`src/source/lsu_pkg.sv`:
```
`default_nettype none

package lsu_pkg;

    // rename tag, tag 0 means operand already present
    localparam int nick_w = 3;

    // one entry per tag, entry 0 never used
    localparam int slb_entries = 1 << nick_w;

    localparam int data_w = 32;
    localparam int addr_w = 32;

    // micro-op codes, anything else is not a memory op
    localparam int op_w = 4;

    localparam logic [op_w-1:0] op_lb  = 4'd1;
    localparam logic [op_w-1:0] op_lh  = 4'd2;
    localparam logic [op_w-1:0] op_lw  = 4'd3;
    localparam logic [op_w-1:0] op_lbu = 4'd4;
    localparam logic [op_w-1:0] op_lhu = 4'd5;
    localparam logic [op_w-1:0] op_sb  = 4'd6;
    localparam logic [op_w-1:0] op_sh  = 4'd7;
    localparam logic [op_w-1:0] op_sw  = 4'd8;

    // access length sent with each memory request
    localparam int len_w = 2;

    localparam logic [len_w-1:0] len_one  = 2'd0;
    localparam logic [len_w-1:0] len_two  = 2'd1;
    localparam logic [len_w-1:0] len_four = 2'd2;

    // data memory geometry and timing
    localparam int mem_words = 64;

    // cycles from request to done, at least 2
    localparam int mem_latency = 2;

    // one memory word, as a whole, as bytes or as halfwords
    // byte 0 and half 0 sit at the low address
    typedef union packed {
        logic [data_w-1:0]  word;
        logic [3:0][7:0]    bytes;
        logic [1:0][15:0]   halves;
    } mem_word_t;

endpackage

`default_nettype wire
```
`src/source/lsu_top.sv`:
```
`default_nettype none

module lsu_top
    import lsu_pkg::*;
(
    input  wire                 clk,
    input  wire                 reset,
    input  wire                 rdy,
    input  wire                 clr,

    input  wire                 dp_en,
    input  wire  [op_w-1:0]     dp_op,
    input  wire  [data_w-1:0]   dp_imm,
    input  wire  [nick_w-1:0]   dp_rd_nick,
    input  wire  [nick_w-1:0]   dp_rs1_nick,
    input  wire  [data_w-1:0]   dp_rs1_data,
    input  wire  [nick_w-1:0]   dp_rs2_nick,
    input  wire  [data_w-1:0]   dp_rs2_data,

    input  wire                 ex_en,
    input  wire  [nick_w-1:0]   ex_nick,
    input  wire  [data_w-1:0]   ex_data,

    input  wire                 rob_store_en,
    input  wire  [nick_w-1:0]   rob_store_nick,

    output logic                cdb_en,
    output logic [nick_w-1:0]   cdb_nick,
    output logic [data_w-1:0]   cdb_data,

    output logic                full
);

    // buffer to memory
    logic               mem_ready;
    logic               req_en;
    logic               req_store;
    logic               req_signed;
    logic [nick_w-1:0]  req_nick;
    logic [len_w-1:0]   req_len;
    logic [addr_w-1:0]  req_addr;
    logic [data_w-1:0]  req_data;

    // memory back to buffer
    logic               done_en;
    logic [nick_w-1:0]  done_nick;
    logic [data_w-1:0]  done_data;

    load_store_buffer slb0 (
        .clk            (clk),
        .reset          (reset),
        .rdy            (rdy),
        .clr            (clr),
        .dp_en          (dp_en),
        .dp_op          (dp_op),
        .dp_imm         (dp_imm),
        .dp_rd_nick     (dp_rd_nick),
        .dp_rs1_nick    (dp_rs1_nick),
        .dp_rs1_data    (dp_rs1_data),
        .dp_rs2_nick    (dp_rs2_nick),
        .dp_rs2_data    (dp_rs2_data),
        .ex_en          (ex_en),
        .ex_nick        (ex_nick),
        .ex_data        (ex_data),
        .rob_store_en   (rob_store_en),
        .rob_store_nick (rob_store_nick),
        .mem_ready      (mem_ready),
        .req_en         (req_en),
        .req_store      (req_store),
        .req_signed     (req_signed),
        .req_nick       (req_nick),
        .req_len        (req_len),
        .req_addr       (req_addr),
        .req_data       (req_data),
        .done_en        (done_en),
        .done_nick      (done_nick),
        .done_data      (done_data),
        .cdb_en         (cdb_en),
        .cdb_nick       (cdb_nick),
        .cdb_data       (cdb_data),
        .full           (full)
    );

    data_memory dmem0 (
        .clk        (clk),
        .reset      (reset),
        .mem_ready  (mem_ready),
        .req_en     (req_en),
        .req_store  (req_store),
        .req_signed (req_signed),
        .req_nick   (req_nick),
        .req_len    (req_len),
        .req_addr   (req_addr),
        .req_data   (req_data),
        .done_en    (done_en),
        .done_nick  (done_nick),
        .done_data  (done_data)
    );

endmodule

`default_nettype wire

```
`src/source/data_memory.sv`:
```
`default_nettype none

module data_memory
    import lsu_pkg::*;
(
    input  wire                 clk,
    input  wire                 reset,

    output logic                mem_ready,

    input  wire                 req_en,
    input  wire                 req_store,
    input  wire                 req_signed,
    input  wire  [nick_w-1:0]   req_nick,
    input  wire  [len_w-1:0]    req_len,
    input  wire  [addr_w-1:0]   req_addr,
    input  wire  [data_w-1:0]   req_data,

    output logic                done_en,
    output logic [nick_w-1:0]   done_nick,
    output logic [data_w-1:0]   done_data
);

    localparam int idx_w = $clog2(mem_words);
    localparam int cnt_w = $clog2(mem_latency) + 1;

    mem_word_t          mem [mem_words];

    logic               busy;
    logic [cnt_w-1:0]   cnt;

    // request held for the whole access
    logic               lat_store;
    logic               lat_signed;
    logic [nick_w-1:0]  lat_nick;
    logic [len_w-1:0]   lat_len;
    logic [idx_w+1:0]   lat_addr;
    logic [data_w-1:0]  lat_data;
    logic [idx_w-1:0]   lat_idx;

    mem_word_t          cur_word;
    mem_word_t          merged;
    logic [7:0]         pick_b;
    logic [15:0]        pick_h;
    logic [data_w-1:0]  load_val;

    assign mem_ready = !busy;
    assign lat_idx   = lat_addr[idx_w+1:2];

    // store merge and load extraction on the addressed word
    always_comb begin
        cur_word = mem[lat_idx];
        merged   = cur_word;
        pick_b   = cur_word.bytes[lat_addr[1:0]];
        pick_h   = cur_word.halves[lat_addr[1]];
        case (lat_len)
            len_one: begin
                merged.bytes[lat_addr[1:0]] = lat_data[7:0];
                load_val = lat_signed ? {{(data_w-8){pick_b[7]}}, pick_b}
                                      : {{(data_w-8){1'b0}}, pick_b};
            end
            len_two: begin
                merged.halves[lat_addr[1]] = lat_data[15:0];
                load_val = lat_signed ? {{(data_w-16){pick_h[15]}}, pick_h}
                                      : {{(data_w-16){1'b0}}, pick_h};
            end
            default: begin
                merged.word = lat_data;
                load_val    = cur_word.word;
            end
        endcase
    end

    always_ff @(posedge clk) begin
        if (reset) begin
            busy    <= 1'b0;
            cnt     <= '0;
            done_en <= 1'b0;
            for (int i = 0; i < mem_words; i++) begin
                mem[i] <= '0;
            end
        end else begin
            done_en <= 1'b0;
            if (busy) begin
                if (cnt == '0) begin
                    busy      <= 1'b0;
                    done_en   <= 1'b1;
                    done_nick <= lat_nick;
                    done_data <= lat_store ? '0 : load_val;
                    if (lat_store) begin
                        mem[lat_idx] <= merged;
                    end
                end else begin
                    cnt <= cnt - 1'b1;
                end
            end else if (req_en) begin
                // done goes out mem_latency cycles after this one
                busy       <= 1'b1;
                cnt        <= cnt_w'(mem_latency - 2);
                lat_store  <= req_store;
                lat_signed <= req_signed;
                lat_nick   <= req_nick;
                lat_len    <= req_len;
                lat_addr   <= req_addr[idx_w+1:0];
                lat_data   <= req_data;
            end
        end
    end

    // every completion closes a request taken mem_latency cycles before
    a_done_busy: assert property (@(posedge clk) disable iff (reset)
        done_en |-> $past(req_en && mem_ready, mem_latency));

endmodule

`default_nettype wire

```
`src/source/load_store_buffer.sv`:
```
`default_nettype none

module load_store_buffer
    import lsu_pkg::*;
(
    input  wire                 clk,
    input  wire                 reset,
    input  wire                 rdy,
    input  wire                 clr,

    input  wire                 dp_en,
    input  wire  [op_w-1:0]     dp_op,
    input  wire  [data_w-1:0]   dp_imm,
    input  wire  [nick_w-1:0]   dp_rd_nick,
    input  wire  [nick_w-1:0]   dp_rs1_nick,
    input  wire  [data_w-1:0]   dp_rs1_data,
    input  wire  [nick_w-1:0]   dp_rs2_nick,
    input  wire  [data_w-1:0]   dp_rs2_data,

    input  wire                 ex_en,
    input  wire  [nick_w-1:0]   ex_nick,
    input  wire  [data_w-1:0]   ex_data,

    input  wire                 rob_store_en,
    input  wire  [nick_w-1:0]   rob_store_nick,

    input  wire                 mem_ready,
    output logic                req_en,
    output logic                req_store,
    output logic                req_signed,
    output logic [nick_w-1:0]   req_nick,
    output logic [len_w-1:0]    req_len,
    output logic [addr_w-1:0]   req_addr,
    output logic [data_w-1:0]   req_data,

    input  wire                 done_en,
    input  wire  [nick_w-1:0]   done_nick,
    input  wire  [data_w-1:0]   done_data,

    output logic                cdb_en,
    output logic [nick_w-1:0]   cdb_nick,
    output logic [data_w-1:0]   cdb_data,

    output logic                full
);

    logic [slb_entries-1:0] occupied;
    logic [slb_entries-1:0] issued;
    logic [slb_entries-1:0] is_store;
    logic [slb_entries-1:0] rs1_valid;
    logic [slb_entries-1:0] rs2_valid;
    logic [op_w-1:0]        ent_op   [slb_entries];
    logic [data_w-1:0]      ent_imm  [slb_entries];
    logic [nick_w-1:0]      rs1_nick [slb_entries];
    logic [data_w-1:0]      rs1_data [slb_entries];
    logic [nick_w-1:0]      rs2_nick [slb_entries];
    logic [data_w-1:0]      rs2_data [slb_entries];

    // request and broadcast registers, shown on the ports only while rdy
    logic                   req_q;
    logic                   cdb_q;

    // completion that arrived during a stall
    logic                   pend_en;
    logic [nick_w-1:0]      pend_nick;
    logic [data_w-1:0]      pend_data;

    logic                   fin_en;
    logic [nick_w-1:0]      fin_nick;
    logic [data_w-1:0]      fin_data;

    logic                   sel_en;
    logic                   sel_store;
    logic [nick_w-1:0]      sel_nick;
    logic                   dp_take;

    function automatic logic is_mem_op(input logic [op_w-1:0] op);
        case (op)
            op_lb, op_lh, op_lw, op_lbu, op_lhu,
            op_sb, op_sh, op_sw: is_mem_op = 1'b1;
            default:             is_mem_op = 1'b0;
        endcase
    endfunction

    function automatic logic [len_w-1:0] len_of(input logic [op_w-1:0] op);
        case (op)
            op_lb, op_lbu, op_sb: len_of = len_one;
            op_lh, op_lhu, op_sh: len_of = len_two;
            default:              len_of = len_four;
        endcase
    endfunction

    assign dp_take = rdy && dp_en && is_mem_op(dp_op);

    // tags 1 to 7 all taken
    assign full = &occupied[slb_entries-1:1];

    assign req_en = req_q && rdy;
    assign cdb_en = cdb_q && rdy;

    // live done wins, a stalled one is replayed afterwards
    assign fin_en   = done_en || pend_en;
    assign fin_nick = done_en ? done_nick : pend_nick;
    assign fin_data = done_en ? done_data : pend_data;

    // committed store first, else the lowest ready load
    always_comb begin
        sel_en    = 1'b0;
        sel_store = 1'b0;
        sel_nick  = '0;
        if (mem_ready && !req_q) begin
            if (rob_store_en && occupied[rob_store_nick] && is_store[rob_store_nick]
                    && !issued[rob_store_nick]
                    && rs1_valid[rob_store_nick] && rs2_valid[rob_store_nick]) begin
                sel_en    = 1'b1;
                sel_store = 1'b1;
                sel_nick  = rob_store_nick;
            end else begin
                for (int i = slb_entries - 1; i >= 1; i--) begin
                    if (occupied[i] && !is_store[i] && !issued[i] && rs1_valid[i]) begin
                        sel_en   = 1'b1;
                        sel_nick = nick_w'(i);
                    end
                end
            end
        end
    end

    always_ff @(posedge clk) begin
        if (reset || clr) begin
            occupied <= '0;
            req_q    <= 1'b0;
            cdb_q    <= 1'b0;
            pend_en  <= 1'b0;
        end else if (!rdy) begin
            // everything holds, only the memory keeps going
            if (done_en) begin
                pend_en   <= 1'b1;
                pend_nick <= done_nick;
                pend_data <= done_data;
            end
        end else begin
            // operand wakeup from execute and from our own broadcast
            for (int i = 1; i < slb_entries; i++) begin
                if (occupied[i] && !rs1_valid[i]) begin
                    if (ex_en && rs1_nick[i] == ex_nick) begin
                        rs1_valid[i] <= 1'b1;
                        rs1_data[i]  <= ex_data;
                    end else if (cdb_q && rs1_nick[i] == cdb_nick) begin
                        rs1_valid[i] <= 1'b1;
                        rs1_data[i]  <= cdb_data;
                    end
                end
                if (occupied[i] && !rs2_valid[i]) begin
                    if (ex_en && rs2_nick[i] == ex_nick) begin
                        rs2_valid[i] <= 1'b1;
                        rs2_data[i]  <= ex_data;
                    end else if (cdb_q && rs2_nick[i] == cdb_nick) begin
                        rs2_valid[i] <= 1'b1;
                        rs2_data[i]  <= cdb_data;
                    end
                end
            end

            req_q <= sel_en;
            if (sel_en) begin
                issued[sel_nick] <= 1'b1;
                req_store        <= sel_store;
                req_nick         <= sel_nick;
                req_len          <= len_of(ent_op[sel_nick]);
                req_addr         <= rs1_data[sel_nick] + ent_imm[sel_nick];
                req_data         <= sel_store ? rs2_data[sel_nick] : '0;
                req_signed       <= ent_op[sel_nick] == op_lb || ent_op[sel_nick] == op_lh;
            end

            // completions for cleared tags are dropped here
            pend_en <= 1'b0;
            cdb_q   <= fin_en && occupied[fin_nick];
            if (fin_en && occupied[fin_nick]) begin
                occupied[fin_nick] <= 1'b0;
                cdb_nick           <= fin_nick;
                cdb_data           <= fin_data;
            end

            if (dp_take) begin
                occupied[dp_rd_nick]  <= 1'b1;
                issued[dp_rd_nick]    <= 1'b0;
                is_store[dp_rd_nick]  <= dp_op == op_sb || dp_op == op_sh || dp_op == op_sw;
                ent_op[dp_rd_nick]    <= dp_op;
                ent_imm[dp_rd_nick]   <= dp_imm;
                rs1_nick[dp_rd_nick]  <= dp_rs1_nick;
                rs2_nick[dp_rd_nick]  <= dp_rs2_nick;
                // a tag may be resolved on the buses in the same cycle
                if (dp_rs1_nick != '0 && ex_en && ex_nick == dp_rs1_nick) begin
                    rs1_valid[dp_rd_nick] <= 1'b1;
                    rs1_data[dp_rd_nick]  <= ex_data;
                end else if (dp_rs1_nick != '0 && cdb_q && cdb_nick == dp_rs1_nick) begin
                    rs1_valid[dp_rd_nick] <= 1'b1;
                    rs1_data[dp_rd_nick]  <= cdb_data;
                end else begin
                    rs1_valid[dp_rd_nick] <= dp_rs1_nick == '0;
                    rs1_data[dp_rd_nick]  <= dp_rs1_data;
                end
                if (dp_rs2_nick != '0 && ex_en && ex_nick == dp_rs2_nick) begin
                    rs2_valid[dp_rd_nick] <= 1'b1;
                    rs2_data[dp_rd_nick]  <= ex_data;
                end else if (dp_rs2_nick != '0 && cdb_q && cdb_nick == dp_rs2_nick) begin
                    rs2_valid[dp_rd_nick] <= 1'b1;
                    rs2_data[dp_rd_nick]  <= cdb_data;
                end else begin
                    rs2_valid[dp_rd_nick] <= dp_rs2_nick == '0;
                    rs2_data[dp_rd_nick]  <= dp_rs2_data;
                end
            end
        end
    end

    // a tag is only handed out again after its broadcast
    a_dp_free: assert property (@(posedge clk) disable iff (reset || clr)
        dp_take |-> !occupied[dp_rd_nick]);

    a_dp_nick: assert property (@(posedge clk) disable iff (reset)
        dp_take |-> dp_rd_nick != '0);

    // memory takes a request only while idle
    a_req_idle: assert property (@(posedge clk) disable iff (reset)
        req_en |-> mem_ready);

endmodule

`default_nettype wire

```
`config.mk`:
```
export PLATFORM = sky130hd
export DESIGN_NAME = lsu_top
export DESIGN_NICKNAME = d
export VERILOG_FILES = /design/src/source/lsu_pkg.sv /design/src/source/lsu_top.sv /design/src/source/data_memory.sv /design/src/source/load_store_buffer.sv
export SDC_FILE = /design/constraint.sdc
export NUM_CORES = 2
export LEC_CHECK = 0
export ABC_AREA = 0
export BUFFER_PORTS_ARGS = -buffer_cell sky130_fd_sc_hd__buf_2
export CORE_ASPECT_RATIO = 0.8
export CORE_MARGIN = 2
export CORE_UTILIZATION = 56
export DETAILED_ROUTE_END_ITERATION = 16
export GPL_ROUTABILITY_DRIVEN = 0
export MAX_ROUTING_LAYER = met4
export PLACE_DENSITY = 0.72
export SYNTH_ARGS = -nofsm -noshare
export SYNTH_HDL_FRONTEND = slang
export SYNTH_HIERARCHICAL = 1
export SYNTH_SLANG_ARGS = --single-unit
```
`constraint.sdc`:
```
create_clock -name clk -period 9.5 [get_ports clk]
set_input_delay 0.95 -clock clk [delete_from_list [all_inputs] [get_ports clk]]
set_output_delay 0.95 -clock clk [all_outputs]
set_load 0.02 [all_outputs]
```
After elaboration in Yosys (flattened, before gate mapping) --
Memory sizes are Yosys's and may differ from the RTL's. A register that Yosys moved wholly into a read port is not among the register bits. Index checks and enable logic that the tools add are counted.
Storage, ports and cells: register bits 214, bits in writable memories 2896, ROM bits 16, bits of input ports 154, output and inout bits 37, logic and storage cells 639, memories kept 8
Memory list:
- dmem0.mem | depth 64, width 32, rd ports 1, clocked after memory_dff 1, write ports 64, line data_memory.sv:27 | mem_word_t mem [mem_words];
- slb0.ent_imm | depth 8, width 32, rd ports 1, clocked after memory_dff 0, write ports 1, line load_store_buffer.sv:53 | logic [data_w-1:0] ent_imm [slb_entries];
- slb0.rs1_data | depth 8, width 32, rd ports 1, clocked after memory_dff 0, write ports 8, line load_store_buffer.sv:55 | logic [data_w-1:0] rs1_data [slb_entries];
- slb0.rs2_data | depth 8, width 32, rd ports 1, clocked after memory_dff 1, write ports 8, line load_store_buffer.sv:57 | logic [data_w-1:0] rs2_data [slb_entries];
- slb0.ent_op | depth 8, width 4, rd ports 1, clocked after memory_dff 0, write ports 1, line load_store_buffer.sv:52 | logic [op_w-1:0] ent_op [slb_entries];
- slb0.rs1_nick | depth 8, width 3, rd ports 7, clocked after memory_dff 0, write ports 1, line load_store_buffer.sv:54 | logic [nick_w-1:0] rs1_nick [slb_entries];
- 2 more memories
Cells by class: add/sub/neg operators 2, $lt $le $gt $ge 11, eq/ne operators 43, mux-type cells 370, bitwise operators 30, reductions and logical operators 145
Operator list (count):
- two-way mux 32 bit | 22
- two-way mux 1 bit | 294
- two-way mux 8 bit | 16
- case mux 32 bit (2 select lines) | 2
- equality test 3 bit | 32
- logical AND 1 bit | 87
- bitwise mux 32 bit | 2
- two-way mux 16 bit | 3
- logical NOT 1 bit | 32
- OR 8 bit | 4
- OR reduction 32 bit | 1
- two-way mux 3 bit | 10
- bitwise mux 8 bit | 3
- equality test 4 x 3 -> 1 bit, second input constant | 6
- binary-select mux 1 bit (select 3 bit) | 6
- OR 1 bit | 18
- bitwise AND 8 bit | 2
- binary-select mux 8 bit (select 2 bit) | 1
- demux 16 bit (select 1 bit) | 1
- demux 8 bit (select 2 bit) | 1
- < comparator 3 x 4 -> 1 bit, second input constant | 4
- inverter 8 bit | 2
- AND reduction 3 bit | 5
- two-way mux 6 bit | 2
- 25 further kinds | 45

Longest topological paths before layout --
depth after elaboration 23, mapped depth 22, mapped depth without buffers 18

Hierarchy --
Netlist, hierarchy kept.
Modules (own cells, without submodules):
- data_memory | instances 1, cells each 6319, area each 92967.9 µm², seq. area each 64161.5 µm²
- load_store_buffer | instances 1, cells each 5132, area each 53089.7 µm², seq. area each 30699.4 µm²

Least setup slack after synthesis --
OpenSTA, ideal clock, no wires.
kind input to register, start input port rob_store_nick[0], end register slb0.req_addr[0] (enable), library setup time 0.609 ns, arrival 7.031 ns, data required time 8.891 ns, setup slack 1.860 ns, stages 6, path buffers 1, cells stage by stage buf_4 -> or2_2 -> o22ai_1 -> o2111a_2 -> nor2_4 -> a211oi_1
Between the ends: word-level cells in the longest chain between the ends 10, elaborated cells between the ends (all ways) 19, classes of those cells mux (12); reduce/logical (7)
Ends and longest elaborated chain:
- start: declaration | line lsu_top.sv:25 | input wire [nick_w-1:0] rob_store_nick,
- binary-select mux 1 bit (select 3 bit) | line load_store_buffer.sv:112 | if (rob_store_en && occupied[rob_store_nick] && is_store[rob_store_nick]
- two-way mux 1 bit (not written as such) | line load_store_buffer.sv:112
- logical AND 1 bit (2 in series) | line load_store_buffer.sv:112
- logical AND 1 bit | line load_store_buffer.sv:113 | && !issued[rob_store_nick]
- logical AND 1 bit | line load_store_buffer.sv:114 | && rs1_valid[rob_store_nick] && rs2_valid[rob_store_nick]) begin
- logical AND 1 bit (*) | line load_store_buffer.sv:114
- two-way mux 1 bit (*) | line load_store_buffer.sv:112
- two-way mux 1 bit (*) | line load_store_buffer.sv:111 | if (mem_ready && !req_q) begin
- AND reduction 3 bit (no line) (*)
- end signal: assignment | line load_store_buffer.sv:171 | req_addr <= rs1_data[sel_nick] + ent_imm[sel_nick];
- end: declaration | line load_store_buffer.sv:33 | output logic [addr_w-1:0] req_addr,
Every way passes the cells marked *; elsewhere a longest branch is shown, timed or not. The select of a mux whose other input is x is not followed. A chain may end at the register's enable or synchronous reset.

==> out/metrics.cfg <==
[layout]
final_core_util_pct = 61.35
final-seq-area_um2 = 82630
multi_input_area_um2 = 38780
layout_common_cells = 2737 x edfxtp_1, 2158 x nor2_1, 1000 x nand2_1
fin_cells = 12441
layout.nets = 9387
syn2layout_area_growth_pct = 8.932
n_fill_cell = 16579
layout-drive-gt1-share_pct = 15.58
final_common_cell = edfxtp_1

[power_and_ir_drop]
ir_drop_mv = 0.1800
power_switching_uw = 5333
p_leak_uw = 0.04904
p_sw_share_pct = 20.96
p_seq_share_pct = 54.0
power_uw = 25440
comb_power_share_pct = 3.2
power.internal_uw = 20110
clkPwrFrac_pct = 42.8
pwr_density_cell_nw_per_um2 = 185.9

[setup_path]
path_cells = buf_4 -> mux4_2 -> mux4_2 -> a22oi_1 -> nand2_1 -> a222oi_1 -> buf_4 -> nor2_1
required_ns = 10.05
max_stage_delay_ns = 1.13
cp.depth = 8
worstSetupPathType = flip-flop to flip-flop
end_kind = flip-flop
worst_path_max_delay_cell = a22oi_1
worstPathMaxFanout = 64
crit_buf_inv = 2
start_kind = flip-flop
critical-path-top-delay-family = compound AO/OA/AOI/OAI gates
arrival_ns = 6.94
r2r_cells = 8

[timing]
min_period_ns = 6.389
slew_viol_final = 5
slew_headroom_pct = -12.08
tns_ns = 0
tightest_slew_ns = 1.664
finalClockSkew_ns = 0.07140
setup_viol = 0
max_clock_freq_mhz = 156.5
rsz0062_at_grt = no
hold_viol = 0
finalCritPeriodShare_pct = 67.25

[yosys]
synth_warnings = 6
synth_cells = 9502
synth_nets = 9666
avgSynthCellArea_um2 = 13.22
syn_area_um2 = 125600

[detailed_routing]
drc = 0
routed_wirelength_um = 378200
dr.pass1.iters = 12
vias = 82188
drt_iter0_drc = 13605
viasPerCell = 6.606
drtAntennaViolNets = 0
wl_per_cell_um = 30.40

[placement]
place_inst = 11922
io_buffers = 142
dp_hpwl_um = 210900

[clock_network]
clockBufferDepth = 4
clk_pin_slew_ns = 0.06
h-tree-depth = 5
numClockSinks = 2758
post_cts_buffers = 0
cts_made_buffers = 280
cts_tree = yes
cts_resized = 0
holdBufCountCts = 0
clock-root-buffer = clkbuf_16
clk_latency_ns = 0.90

[floorplanning]
fp.dieW_um = 533.5
start_util_pct = 56.32
num_rows = 155
die_y_um = 427.6
io_pins = 191
die_area_um2 = 228100
coreArea_um2 = 223000

[status]
status = complete, but fails checks
violations = capacitance limit, slew limit

[grt]
grt_pass1_vias = 79616
overflow = 0
grt_pass1_wl_um = 543800
grt_max_degree = 163
grt_antenna_before_repair = 20
gr-usage-all-layers_pct = 33.79

[min_path]
worstHoldPathCells = 1
holdCritPathClass = input pin to flip-flop

[job]
cap_violations = 1

[worst reg2reg max path: stages (launching register included)]
cell and delay [ns]:
dfxtp_4 0.85, buf_4 0.89, mux4_2 0.66, mux4_2 0.53, a22oi_1 1.13, nand2_1 0.53
a222oi_1 0.47, buf_4 0.76, nor2_1 0.26
[path summary, 6_finish.rpt]
kind	startpoint	to	slack [ns]
worst max-delay path	flip-flop	dmem0/mem[33][22]	3.11
worst min-delay path	dp_imm[1]	slb0/ent_imm[4][1]	0.36
worst min register to register	slb0/req_data[24]	dmem0/lat_data[24]	0.39
worst max register to register	flip-flop	dmem0/mem[33][22]	3.11
[metrics by stage]
step	cell area (µm²)	worst slack, ns	hold slack, ns
CTS	136800	3.574	0.3190
floorplan	125600	3.355	0.4003
detailed placement	128000	3.296	0.4045
global placement	128000	3.294	0.4016
global route	136800	3.137	0.3403
finish	136800	3.111	0.3556
[state kept, by name, indices dropped and copies added, names as in the netlist, 64 cells and up, named ones only]
register,flops
slb0/ent_imm,64
dmem0/mem,2048
slb0/rs2_data,256
slb0/rs1_data,64
[layout make-up]
class | instances | share of cell area, %
well taps | 2983 | 2.728
inverters | 45 | 0.1326
flip-flops and latches | 2758 | 60.38
clock inverters | 151 | 1.014
multi-input cells | 5749 | 28.34
clock buffers | 341 | 5.412
diodes | 25 | 0.04572
repair buffers | 389 | 1.941
[per-layer routing]
metal / part of all wire [%] / global-route usage, % / up-vias / wire length, µm
met5: 0 / - / - / 0
met4: 5.2 / 14.34 / 0 / 19550
met3: 14 / 9.255 / 1090 / 54150
met2: 46 / 51.23 / 6356 / 173500
met1: 35 / 43.23 / 40814 / 131000
li1: - / - / 33928 / -
[power groups by stage]
| stage | combinational, µW | sequential (µW) | clock [µW] |
|---|---|---|---|
| floorplan | 480 | 14000 | 0 |
| global placement | 779 | 14000 | 0 |
| detailed placement | 800 | 14000 | 0 |
| CTS | 804 | 13700 | 10900 |
| global route | 859 | 13800 | 11400 |
| finish | 822 | 13700 | 10900 |
No activity file was read; power rests on OpenSTA's default activity.
